==> src/logic/fetch_pkg.sv <==
`default_nettype none

package fetch_pkg;

    // plain vector types with a fixed meaning in the front end
    typedef logic [31:0]  addr_t;   // byte address
    typedef logic [31:0]  inst_t;   // one instruction word
    typedef logic [63:0]  beat_t;   // one burst beat from memory
    typedef logic [255:0] line_t;   // full cacheline

    // line geometry
    localparam int unsigned BEATS_PER_LINE = 4;
    localparam int unsigned WORDS_PER_LINE = 8;
    localparam int unsigned OFFSET_BITS    = 5;    // 32 bytes per line
    localparam int unsigned BEAT_CNT_BITS  = 2;

    // line address above the byte offset, 27 bits
    typedef logic [$bits(addr_t)-OFFSET_BITS-1:0] tag_t;

endpackage : fetch_pkg

`default_nettype wire

==> src/logic/pc_gen.sv <==
`default_nettype none

module pc_gen
    import fetch_pkg::*;
#(
    parameter addr_t RESET_PC = 32'h1eceb000
) (
    input  wire logic   clk,
    input  wire logic   rst,

    input  wire logic   hit_i,          // current pc is in the line buffer
    input  wire logic   queue_full_i,
    input  wire logic   redirect_i,
    input  wire addr_t  redirect_pc_i,

    output addr_t       pc_o,
    output logic        fetch_fire_o
);

    addr_t pc_q;

    // single enqueue decision, a redirect cycle never fetches
    always_comb begin
        fetch_fire_o = hit_i && !queue_full_i && !redirect_i;
    end

    // redirect wins over sequential advance
    always_ff @(posedge clk) begin
        if (rst) begin
            pc_q <= RESET_PC;
        end else if (redirect_i) begin
            pc_q <= redirect_pc_i;
        end else if (fetch_fire_o) begin
            pc_q <= pc_q + 32'd4;
        end
    end

    assign pc_o = pc_q;

endmodule : pc_gen

`default_nettype wire

==> src/logic/burst_assembler.sv <==
`default_nettype none

module burst_assembler
    import fetch_pkg::*;
(
    input  wire logic   clk,
    input  wire logic   rst,

    input  wire logic   bmem_rvalid_i,
    input  wire beat_t  bmem_rdata_i,
    input  wire addr_t  bmem_raddr_i,

    output logic        line_valid_o,   // one cycle pulse per finished line
    output line_t       line_o,
    output addr_t       line_addr_o
);

    logic [BEAT_CNT_BITS-1:0] beat_cnt_q;
    logic                     line_valid_q;
    line_t                    line_q;
    addr_t                    line_addr_q;
    logic                     last_beat;

    assign last_beat = bmem_rvalid_i
                    && (beat_cnt_q == BEAT_CNT_BITS'(BEATS_PER_LINE - 1));

    // control state
    always_ff @(posedge clk) begin
        if (rst) begin
            beat_cnt_q   <= '0;
            line_valid_q <= 1'b0;
        end else begin
            line_valid_q <= last_beat;
            if (bmem_rvalid_i) begin
                beat_cnt_q <= beat_cnt_q + 1'b1;    // wraps after the last beat
            end
        end
    end

    // payload, no reset
    always_ff @(posedge clk) begin
        if (bmem_rvalid_i) begin
            // new beat enters at the top, so the first beat ends in the lowest slot
            line_q <= {bmem_rdata_i, line_q[$bits(line_t)-1:$bits(beat_t)]};
            if (beat_cnt_q == '0) begin
                line_addr_q <= bmem_raddr_i;    // address of the whole burst
            end
        end
    end

    assign line_valid_o = line_valid_q;
    assign line_o       = line_q;
    assign line_addr_o  = line_addr_q;

endmodule : burst_assembler

`default_nettype wire

==> src/logic/line_buffer.sv <==
`default_nettype none

module line_buffer
    import fetch_pkg::*;
(
    input  wire logic   clk,
    input  wire logic   rst,

    input  wire addr_t  pc_i,

    // filled line from the burst assembler
    input  wire logic   line_valid_i,
    input  wire line_t  line_i,
    input  wire addr_t  line_addr_i,

    input  wire logic   bmem_ready_i,

    output logic        hit_o,
    output inst_t       inst_o,
    output logic        bmem_read_o,
    output addr_t       bmem_addr_o
);

    localparam int unsigned WORD_IDX_BITS = $clog2(WORDS_PER_LINE);

    typedef enum logic [1:0] {
        s_idle,
        s_request,
        s_wait_fill
    } lb_state_t;

    lb_state_t                state_q;
    line_t                    line_q;
    tag_t                     tag_q;
    logic                     valid_q;
    addr_t                    req_addr_q;
    tag_t                     pc_tag;
    logic [WORD_IDX_BITS-1:0] word_idx;

    assign pc_tag   = pc_i[$bits(addr_t)-1:OFFSET_BITS];
    assign word_idx = pc_i[2 +: WORD_IDX_BITS];     // skip the byte bits

    always_comb begin
        hit_o  = valid_q && (tag_q == pc_tag);
        inst_o = line_q[word_idx * $bits(inst_t) +: $bits(inst_t)];
    end

    // request held with a stable address until memory takes it
    assign bmem_read_o = (state_q == s_request);
    assign bmem_addr_o = req_addr_q;

    // refill FSM
    always_ff @(posedge clk) begin
        if (rst) begin
            state_q <= s_idle;
            valid_q <= 1'b0;
        end else begin
            unique case (state_q)
                s_idle: begin
                    if (!hit_o) begin
                        state_q <= s_request;
                    end
                end
                s_request: begin
                    if (bmem_ready_i) begin
                        state_q <= s_wait_fill;
                    end
                end
                s_wait_fill: begin
                    // install even if pc moved on, the data matches its own tag
                    if (line_valid_i) begin
                        valid_q <= 1'b1;
                        state_q <= s_idle;
                    end
                end
                default: state_q <= s_idle;
            endcase
        end
    end

    // line storage and request address
    always_ff @(posedge clk) begin
        if (state_q == s_idle && !hit_o) begin
            req_addr_q <= {pc_tag, {OFFSET_BITS{1'b0}}};   // line aligned
        end
        if (state_q == s_wait_fill && line_valid_i) begin
            line_q <= line_i;
            tag_q  <= line_addr_i[$bits(addr_t)-1:OFFSET_BITS];
        end
    end

endmodule : line_buffer

`default_nettype wire

==> src/logic/inst_queue.sv <==
`default_nettype none

module inst_queue
    import fetch_pkg::*;
#(
    parameter int unsigned QUEUE_DEPTH = 16,   // power of two
    parameter int unsigned CREDITS     = 4
) (
    input  wire logic   clk,
    input  wire logic   rst,

    input  wire logic   flush_i,

    // write side from fetch
    input  wire logic   wr_i,
    input  wire addr_t  wr_pc_i,
    input  wire inst_t  wr_inst_i,
    output logic        full_o,

    // read side toward decode
    input  wire logic   credit_i,       // one pulse per freed decode slot
    output logic        inst_valid_o,
    output addr_t       pc_o,
    output inst_t       inst_o
);

    localparam int unsigned PTR_BITS  = $clog2(QUEUE_DEPTH);
    localparam int unsigned CNT_BITS  = PTR_BITS + 1;
    localparam int unsigned CRED_BITS = $clog2(CREDITS + 1);

    addr_t                pc_mem   [QUEUE_DEPTH];
    inst_t                inst_mem [QUEUE_DEPTH];
    logic [PTR_BITS-1:0]  wr_ptr_q;
    logic [PTR_BITS-1:0]  rd_ptr_q;
    logic [CNT_BITS-1:0]  count_q;
    logic [CRED_BITS-1:0] credit_cnt_q;
    logic                 empty;
    logic                 wr_ok;
    logic                 rd_ok;

    always_comb begin
        full_o = (count_q == CNT_BITS'(QUEUE_DEPTH));
        empty  = (count_q == '0);
        wr_ok  = wr_i && !full_o;
        // read only with a decode slot free, never in a flush cycle
        rd_ok  = !empty && (credit_cnt_q != '0) && !flush_i;
    end

    assign inst_valid_o = rd_ok;
    assign pc_o         = pc_mem[rd_ptr_q];
    assign inst_o       = inst_mem[rd_ptr_q];

    // pointers and count
    always_ff @(posedge clk) begin
        if (rst || flush_i) begin
            wr_ptr_q <= '0;
            rd_ptr_q <= '0;
            count_q  <= '0;
        end else begin
            if (wr_ok) begin
                wr_ptr_q <= wr_ptr_q + 1'b1;
            end
            if (rd_ok) begin
                rd_ptr_q <= rd_ptr_q + 1'b1;
            end
            unique case ({wr_ok, rd_ok})
                2'b10:   count_q <= count_q + 1'b1;
                2'b01:   count_q <= count_q - 1'b1;
                default: count_q <= count_q;    // both or neither
            endcase
        end
    end

    // decode credits survive a flush
    always_ff @(posedge clk) begin
        if (rst) begin
            credit_cnt_q <= CRED_BITS'(CREDITS);
        end else begin
            unique case ({credit_i, rd_ok})
                2'b10:   credit_cnt_q <= credit_cnt_q + 1'b1;
                2'b01:   credit_cnt_q <= credit_cnt_q - 1'b1;
                default: credit_cnt_q <= credit_cnt_q;
            endcase
        end
    end

    // entry storage
    always_ff @(posedge clk) begin
        if (wr_ok && !flush_i) begin
            pc_mem[wr_ptr_q]   <= wr_pc_i;
            inst_mem[wr_ptr_q] <= wr_inst_i;
        end
    end

endmodule : inst_queue

`default_nettype wire

==> src/logic/fetch_frontend.sv <==
`default_nettype none

module fetch_frontend
    import fetch_pkg::*;
#(
    parameter addr_t       RESET_PC    = 32'h1eceb000,
    parameter int unsigned QUEUE_DEPTH = 16,
    parameter int unsigned CREDITS     = 4
) (
    input  wire logic   clk,
    input  wire logic   rst,

    // burst memory, read only
    output addr_t       bmem_addr_o,
    output logic        bmem_read_o,
    input  wire logic   bmem_ready_i,
    input  wire addr_t  bmem_raddr_i,
    input  wire beat_t  bmem_rdata_i,
    input  wire logic   bmem_rvalid_i,

    // branch redirect
    input  wire logic   redirect_i,
    input  wire addr_t  redirect_pc_i,

    // decode, credit based
    input  wire logic   credit_i,
    output logic        inst_valid_o,
    output addr_t       pc_o,
    output inst_t       inst_o
);

    addr_t  fetch_pc;
    logic   fetch_fire;
    logic   hit;
    inst_t  fetch_inst;
    logic   queue_full;
    logic   line_valid;
    line_t  line;
    addr_t  line_addr;

    pc_gen #(
        .RESET_PC      (RESET_PC)
    ) pc_gen_i (
        .clk           (clk),
        .rst           (rst),
        .hit_i         (hit),
        .queue_full_i  (queue_full),
        .redirect_i    (redirect_i),
        .redirect_pc_i (redirect_pc_i),
        .pc_o          (fetch_pc),
        .fetch_fire_o  (fetch_fire)
    );

    burst_assembler burst_assembler_i (
        .clk           (clk),
        .rst           (rst),
        .bmem_rvalid_i (bmem_rvalid_i),
        .bmem_rdata_i  (bmem_rdata_i),
        .bmem_raddr_i  (bmem_raddr_i),
        .line_valid_o  (line_valid),
        .line_o        (line),
        .line_addr_o   (line_addr)
    );

    line_buffer line_buffer_i (
        .clk           (clk),
        .rst           (rst),
        .pc_i          (fetch_pc),
        .line_valid_i  (line_valid),
        .line_i        (line),
        .line_addr_i   (line_addr),
        .bmem_ready_i  (bmem_ready_i),
        .hit_o         (hit),
        .inst_o        (fetch_inst),
        .bmem_read_o   (bmem_read_o),
        .bmem_addr_o   (bmem_addr_o)
    );

    // redirect doubles as the queue flush
    inst_queue #(
        .QUEUE_DEPTH   (QUEUE_DEPTH),
        .CREDITS       (CREDITS)
    ) inst_queue_i (
        .clk           (clk),
        .rst           (rst),
        .flush_i       (redirect_i),
        .wr_i          (fetch_fire),
        .wr_pc_i       (fetch_pc),
        .wr_inst_i     (fetch_inst),
        .full_o        (queue_full),
        .credit_i      (credit_i),
        .inst_valid_o  (inst_valid_o),
        .pc_o          (pc_o),
        .inst_o        (inst_o)
    );

endmodule : fetch_frontend

`default_nettype wire

==> config.mk <==
export PLATFORM = sky130hd
export DESIGN_NAME = fetch_frontend
export DESIGN_NICKNAME = d
export VERILOG_FILES = /design/src/logic/fetch_pkg.sv /design/src/logic/pc_gen.sv /design/src/logic/burst_assembler.sv /design/src/logic/line_buffer.sv /design/src/logic/inst_queue.sv /design/src/logic/fetch_frontend.sv
export SDC_FILE = /design/constraint.sdc
export NUM_CORES = 1
export LEC_CHECK = 0
export ABC_CLOCK_PERIOD_IN_PS = 9670
export BUFFER_PORTS_ARGS = -buffer_cell sky130_fd_sc_hd__buf_2
export CORE_UTILIZATION = 40
export DETAILED_ROUTE_END_ITERATION = 7
export GPL_ROUTABILITY_DRIVEN = 0
export PLACE_DENSITY = 0.53
export RECOVER_POWER = 50
export REMOVE_ABC_BUFFERS = 1
export SYNTH_ARGS = -nofsm -noshare
export SYNTH_HDL_FRONTEND = slang
export SYNTH_HIERARCHICAL = 1
export SYNTH_SLANG_ARGS = --single-unit
export TNS_END_PERCENT = 30
==> constraint.sdc <==
create_clock -name clk -period 9.67 [get_ports clk]
set_input_delay 0.967 -clock clk [delete_from_list [all_inputs] [get_ports clk]]
set_output_delay 0.967 -clock clk [all_outputs]
set_load 0.01 [all_outputs]
After elaboration in Yosys (flattened, before gate mapping) --
Memory sizes are Yosys's and may differ from the RTL's. A register that Yosys moved wholly into a read port is not among the register bits. Index checks and enable logic that the tools add are counted.
Storage, ports and cells: flip-flop bits (word level) 652, latch bits 0, bits in writable memories 1024, ROM bits 0, bits of input ports 134, output and inout bits 98, word-level logic and storage cells 76, memories kept 2
Operators by class: add/sub/neg operators 8, multiply operators 0, div/mod/pow operators 0, magnitude comparators 0, equal/unequal tests 12, shift operators 1, mux-type cells 14, bitwise gates (word level) 0, reduce and logical (&&, ||, !) cells 25
Memories:
- inst_queue_i.inst_mem | depth 16, width 32, read ports 1, clocked after memory_dff 1, wr ports 1, line inst_queue.sv:32 | inst_t inst_mem [QUEUE_DEPTH];
- inst_queue_i.pc_mem | depth 16, width 32, read ports 1, clocked after memory_dff 1, wr ports 1, line inst_queue.sv:31 | addr_t pc_mem [QUEUE_DEPTH];
Operators with widths (count):
- $shiftx A256 B9 Y32 | 1
- $mux W32 | 2
- $add A32 B3 Y32 const B | 1
- $eq A27 B27 Y1 | 1
- $mux W4 | 4
- $logic_and A1 B1 Y1 | 10
- $pmux W5 S2 | 1
- $add A4 B1 Y4 const B | 2
- $eq A2 B2 Y1 const B | 4
- $eq A2 B1 Y1 const B | 3
- $mux W2 | 3
- $pmux W2 S3 | 1
- $pmux W3 S2 | 1
- $reduce_bool A2 Y1 | 3
- $add A5 B1 Y5 const B | 1
- $eq A5 B5 Y1 const B | 1
- $logic_not A5 Y1 | 1
- $sub A5 B1 Y5 const B | 1
- $logic_not A1 Y1 | 4
- $logic_not A2 Y1 | 2
- $ne A2 B2 Y1 const B | 2
- $reduce_and A2 Y1 | 2
- $add A3 B1 Y3 const B | 1
- $reduce_and A3 Y1 | 1
- 6 further kinds | 7

Longest topological paths before layout --
Gate-level depths: netlist of run 1.
depth in word-level cells 8, mapped depth 14, gate-level depth less buffers 14

Cells and area by module --
The synthesis of run 1 kept the hierarchy.
By module, submodules not included:
- inst_queue | instances 1, cells an instance 1688, area each 39285.2 µm², sequential area each 31149.9 µm²
- line_buffer | instances 1, cells an instance 483, area each 11663.7 µm², sequential area each 9369.0 µm²
- burst_assembler | instances 1, cells an instance 302, area each 8782.2 µm², sequential area each 8708.4 µm²
- pc_gen | instances 1, cells an instance 246, area each 2047.0 µm², sequential area each 640.6 µm²

Least setup slack after synthesis of run 1 --
OpenSTA, ideal clock, no wires.
kind reg-to-reg, start reg line_buffer_i.state_q[1], end reg line_buffer_i.line_q[0] (enable), setup time 0.683 ns, arrival 6.916 ns, data required time 8.987 ns, slack 2.071 ns, cell stages (with the launch flop) 2, buffers on the path 0, clock period less this slack 7.599 ns, cells stage by stage dfxtp_1 > and3_1
On the way: word-level cells in the longest chain between the ends 2
Ends and longest elaborated chain:
- start: declaration | line line_buffer.sv:32 | lb_state_t state_q;
- start signal: assignment | line line_buffer.sv:55 | state_q <= s_idle;
- start signal: assignment | line line_buffer.sv:61 | state_q <= s_request;
- start signal: assignment | line line_buffer.sv:66 | state_q <= s_wait_fill;
- $eq A2 B2 Y1 | line line_buffer.sv:86 | if (state_q == s_wait_fill && line_valid_i) begin
- $logic_and A1 B1 Y1 | line line_buffer.sv:86
- end signal: assignment | line line_buffer.sv:87 | line_q <= line_i;
- end: declaration | line line_buffer.sv:33 | line_t line_q;
Every way passes these cells. A chain may end at the register's enable or synchronous reset.

Worst setup path in the final report of run 1 --
start reg line_buffer_i.state_q[1], end reg line_buffer_i.line_q[252] (enable)
Same word-level chain as after synthesis.

==> reports/summary.txt, run 1 <==
commonest non-fill, non-tap cells in the layout: edfxtp_1 (1617), mux4_2 (320), buf_2 (182)
Post-CTS Setup Repair Bufs: 0
crit path launch type: flop
worst skew pair latency: 0.80 ns
hold_sp: bmem_raddr_i[30]
Util after Layout: 0.464
total number of vias: 28200
Total GRT Usage: 0.175
Leakage Power: 22.0 nW
Hold Buf Count CTS: 0
initial antenna violation count: 5
vias per cell: 5.40
Syn Inst Count: 2714
final setup fails: 0
DP HPWL: 72.9 mm
critical path data required time: 9.95 ns
Final Max Tran Viols: 698
Mean Syn Cell Area: 22.7 sq um
CP Launch Point: line_buffer_i/state_q[1]
Design Area, Final: 70700 sq um
FMAX: 145 MHz
first-pass GRT wire length: 199 mm
CTS tree: built
io pins: 232
number of detailed-route iterations in the first pass: 6
H-Tree Depth: 4
Die Ht: 395 um
starting density of the core: 0.404
overall power: 15.1 mW
Max Cap Viol: 12
vias in the first global route: 30300
layout cells sized above 1: 0.270
status: finished with violations
Critical Path End Type: flop
core box area: 152000 sq um
critical path class: reg2reg
reg2reg start: line_buffer_i/state_q[1]
most common cell after layout, fill and taps aside: edfxtp_1
CP max FO: 168
Initial DRC Count: 2316
final instance count without filler cells: 5218
Max-slew headroom: -1.89
skew final: 0.0349 ns
drt total wl: 136 mm
Slew @ Worst Pin: 4.34 ns
PortBufs: 221
minimum clock period: 6.89 ns
DIE WIDTH: 395 um
Yosys Warn Count: 6
clk slew on worst S/H paths: 0.06 ns
area grow syn2layout: 14.8%
Post-Place Cells: 4895
clock sinks: 1675
Congestion Overflow GR: 0
Final period util: 0.713
clk buf depth: 3
endpoints failing hold: 0
VDD IR max: 0.000181 V
Root Driver: clkbuf_16
post-synthesis instance area: 61600 sq um
ANT nets after route: 0
total CTS buffers: 176
drc violations: 0
largest net degree at the start of global routing: 169
WL per Instance: 26.0 um
fin nets: 3192
unrepaired setup endpoints after global routing: false
Pwr Density: 213 nW/um^2
# rows: 143
CP arrival: 7.17 ns
hold crit path type: in2reg
post-CTS sizing: 0
failing checks: capacitance limit, slew limit
area of placed instances: 65200 sq um
die area: 156000 sq um
## path summary, 6_finish.rpt
kind,endpoint,slack [ns],cells past startpoint
worst max-delay path,line_buffer_i/line_q[252],2.78,2
worst min-delay path,burst_assembler_i/line_addr_o[30],0.34,1
worst max register to register,line_buffer_i/line_q[252],2.78,2
worst min register to register,line_buffer_i/line_q[40],0.42,0
## area by class of cell
| class | instances | area, sq um |
|---|---|---|
| diodes | 1 | 2.50 |
| repair buffers | 272 | 1390 |
| well taps | 2030 | 2540 |
| clock buffers | 235 | 4760 |
| multi-input cells | 902 | 11400 |
| fillers | 12700 | 81700 |
| flip-flops and latches | 1675 | 49700 |
| clock inverters | 87 | 888 |
| inverters | 16 | 60.1 |
## state kept, by name, indices dropped and copies added, names as in the netlist, named ones only
register / count
line_buffer_i/bmem_addr_o: 27
burst_assembler_i/beat_cnt_q: 2
line_buffer_i/state_q: 2
line_buffer_i/valid_q: 1
burst_assembler_i/line_o: 256
inst_queue_i/count_q: 5
inst_queue_i/pc_mem: 512
inst_queue_i/inst_mem: 512
inst_queue_i/wr_ptr_q: 4
line_buffer_i/tag_q: 27
burst_assembler_i/line_valid_o: 1
pc_gen_i/pc_o: 32
inst_queue_i/rd_ptr_q: 4
inst_queue_i/credit_cnt_q: 3
line_buffer_i/line_q: 256
burst_assembler_i/line_addr_o: 27
## per-layer routing
layer | track usage | wire length [um] | share of wire | vias up
li1 | - | - | - | 12100
met1 | 0.234 | 57000 | 0.42 | 15100
met2 | 0.291 | 67900 | 0.50 | 804
met3 | 0.0350 | 7490 | 0.055 | 214
met4 | 0.0524 | 3370 | 0.025 | 2
met5 | 0 | 13 | 0.000096 | -
## stage by stage
stage                     setup WS [ns]  hold WS (ns)  TNS, ns
final                              2.78         0.341        0
after detailed placement           3.33         0.405        0
after CTS                          3.27         0.278        0
after floorplan                   -2.87         0.400  -183.68
after global routing               1.89         0.296        0
after global placement             3.51         0.400        0
## power breakdown
group          internal, mW  total, mW  switching, mW
combinational        0.0966      0.297          0.201
sequential             8.13       8.23         0.0981
clock                  3.83       6.55           2.72
## worst max-delay path: stages, from the launching register on
cell      delay [ns]
dfxtp_1         0.43
and3_1          2.30
clkbuf_2        3.14
No activity file was read; power rests on OpenSTA's default activity.
==> inputs of run 2 (changes only) <==
- ABC_CLOCK_PERIOD_IN_PS: 9670 -> 6100
- PLACE_DENSITY: 0.53 -> 0.55
- clock period: 9.67 -> 6.1 ns (I/O delays scaled with it)
==> run 2 against run 1 <==
The run still ends with capacitance limit, slew limit left. Clock-buffer cell count down 21. Die area unchanged. Via count is 2.2% higher. Worst setup slack got worse by 2.0 ns. Wire length rose by 3.6%. Non-clock buffer count up 130. Global-route usage is 0.54 points higher. Critical endpoint is now line_buffer_i/line_q[173].
==> reports/summary.txt, run 2 (synthesis results as in run 1) <==
Critical Path End Type: flop (unchanged)
area grow syn2layout: 16.8% (was 14.8%)
Leakage Power: 22.5 nW (was 22.0 nW)
clock sinks: 1675 (unchanged)
CP Launch Point: line_buffer_i/state_q[0] (was line_buffer_i/state_q[1])
Root Driver: clkbuf_16 (unchanged)
Fin Hold WS: 0.0661 ns (was 0.341 ns)
critical path data required time: 6.46 ns (was 9.95 ns)
Initial DRC Count: 2560 (was 2316)
reg2reg path depth: 3 (was 2)
crit path to: line_buffer_i/line_q[173] (was line_buffer_i/line_q[252])
Util after Layout: 0.472 (was 0.464)
layout cells sized above 1: 0.265 (was 0.270)
reg2reg start: line_buffer_i/state_q[0] (was line_buffer_i/state_q[1])
hold crit path type: in2reg (unchanged)
# rows: 143 (unchanged)
VDD IR max: 0.000264 V (was 0.000181 V)
CP max FO: 160 (was 168)
Final Max Tran Viols: 409 (was 698)
vias per cell: 5.40 (about the same)
H-Tree Depth: 4 (unchanged)
fill cell count: 12600 (was 12700)
FMAX: 189 MHz (was 145 MHz)
number of detailed-route iterations in the first pass: 6 (unchanged)
Die Ht: 395 um (unchanged)
overall power: 23.8 mW (was 15.1 mW)
worst skew pair latency: 0.79 ns (was 0.80 ns)
status: finished with violations (unchanged)
ANT nets after route: 0 (unchanged)
CTS tree: built (unchanged)
Post-CTS Setup Repair Bufs: 0 (unchanged)
crit path launch type: flop (unchanged)
Max Cap Viol: 7 (was 12)
core box area: 152000 sq um (unchanged)
drt total wl: 141 mm (was 136 mm)
critical path class: reg2reg (unchanged)
Hold Buf Count CTS: 91 (was 0)
worst slack at placement: 0.942 ns (was 3.33 ns)
io pins: 232 (unchanged)
largest net degree at the start of global routing: 161 (was 169)
Max-slew headroom: -1.98 (was -1.89)
Pwr Density: 331 nW/um^2 (was 213 nW/um^2)
initial antenna violation count: 10 (was 5)
most common cell after layout, fill and taps aside: edfxtp_1 (unchanged)
WL per Instance: 26.3 um (was 26.0 um)
fin nets: 3319 (was 3192)
Largest regs: inst_queue_i/inst_mem (512), inst_queue_i/pc_mem (512) (unchanged)
die area: 156000 sq um (unchanged)
Total GRT Usage: 0.181 (was 0.175)
worst reg2reg endpoint: line_buffer_i/line_q[173] (was line_buffer_i/line_q[252])
commonest non-fill, non-tap cells in the layout: edfxtp_1 (1617), mux4_2 (320), buf_2 (177) (was edfxtp_1 (1617), mux4_2 (320), buf_2 (182))
DP HPWL: 79.4 mm (was 72.9 mm)
starting density of the core: 0.404 (unchanged)
vias in the first global route: 30500 (was 30300)
Slew @ Worst Pin: 4.46 ns (was 4.34 ns)
PortBufs: 221 (unchanged)
worst setup margin: 0.801 ns (was 2.78 ns)
total number of vias: 28800 (was 28200)
failing checks: capacitance limit, slew limit (unchanged)
DIE WIDTH: 395 um (unchanged)
first-pass GRT wire length: 205 mm (was 199 mm)
post-CTS sizing: 0 (unchanged)
final setup fails: 0 (unchanged)
endpoints failing hold: 0 (unchanged)
clk buf depth: 3 (unchanged)
skew final: 0.0415 ns (was 0.0349 ns)
R2R setup slack: 0.80 ns (was 2.78 ns)
minimum clock period: 5.30 ns (was 6.89 ns)
CP arrival: 5.66 ns (was 7.17 ns)
clk slew on worst S/H paths: 0.06 ns (about the same)
drc violations: 0 (unchanged)
Congestion Overflow GR: 0 (unchanged)
total CTS buffers: 173 (was 176)
unrepaired setup endpoints after global routing: false (unchanged)
Final period util: 0.869 (was 0.713)
==> run 2: where the power goes <==
part,switching (mW),internal [mW]
registers,0.123,12.9
logic,0.386,0.188
clock network,4.36,5.85
==> run 2: metrics by stage <==
stage	TNS [ns]	std cells	area, sq um
2_1_floorplan	-863.20	2593	61000
3_3_place_gp	0	4934	65700
3_5_place_dp	0	4934	65700
4_1_cts	0	5337	72200
5_1_grt	0	5337	72000
6_report	0	5339	72000
==> run 2: worst min path at each step <==
stage                                            start                  endpoint  slack, ns  depth (start not counted)
after floorplan            burst_assembler_i/line_o[0]   line_buffer_i/line_q[0]       0.40                          0
after global routing                  redirect_pc_i[4]          pc_gen_i/pc_o[4]       0.04                          2
after CTS                             redirect_pc_i[4]          pc_gen_i/pc_o[4]      0.005                          2
after global placement    burst_assembler_i/line_o[14]  line_buffer_i/line_q[14]       0.40                          0
final                                 redirect_pc_i[2]          pc_gen_i/pc_o[2]       0.07                          2
after detailed placement  burst_assembler_i/line_o[50]  line_buffer_i/line_q[50]       0.40                          0
==> run 2: final cells by class <==
type	count	area, sq um	share of cell area
antenna	2	5.00	0.0000695
clock buffer	214	4530	0.0629
clock inverter	98	1010	0.0140
inverter	16	60.1	0.000834
multi-input combinational	902	11400	0.158
sequential	1675	49700	0.691
tap	2030	2540	0.0353
timing repair buffer	402	2730	0.0379
==> run 2: layer usage <==
metal | track usage | up-vias | wire [um]
met5 | 0 | - | 0
met4 | 0.0492 | 0 | 2950
met3 | 0.0291 | 218 | 7230
met2 | 0.302 | 896 | 70500
met1 | 0.246 | 15400 | 60000
li1 | - | 12300 | -
==> run 2: worst max-delay path: stages (launching register included) <==
cell and delay (ns):
dfxtp_1 0.34, inv_1 0.11, and3_1 2.25, clkbuf_4 2.00
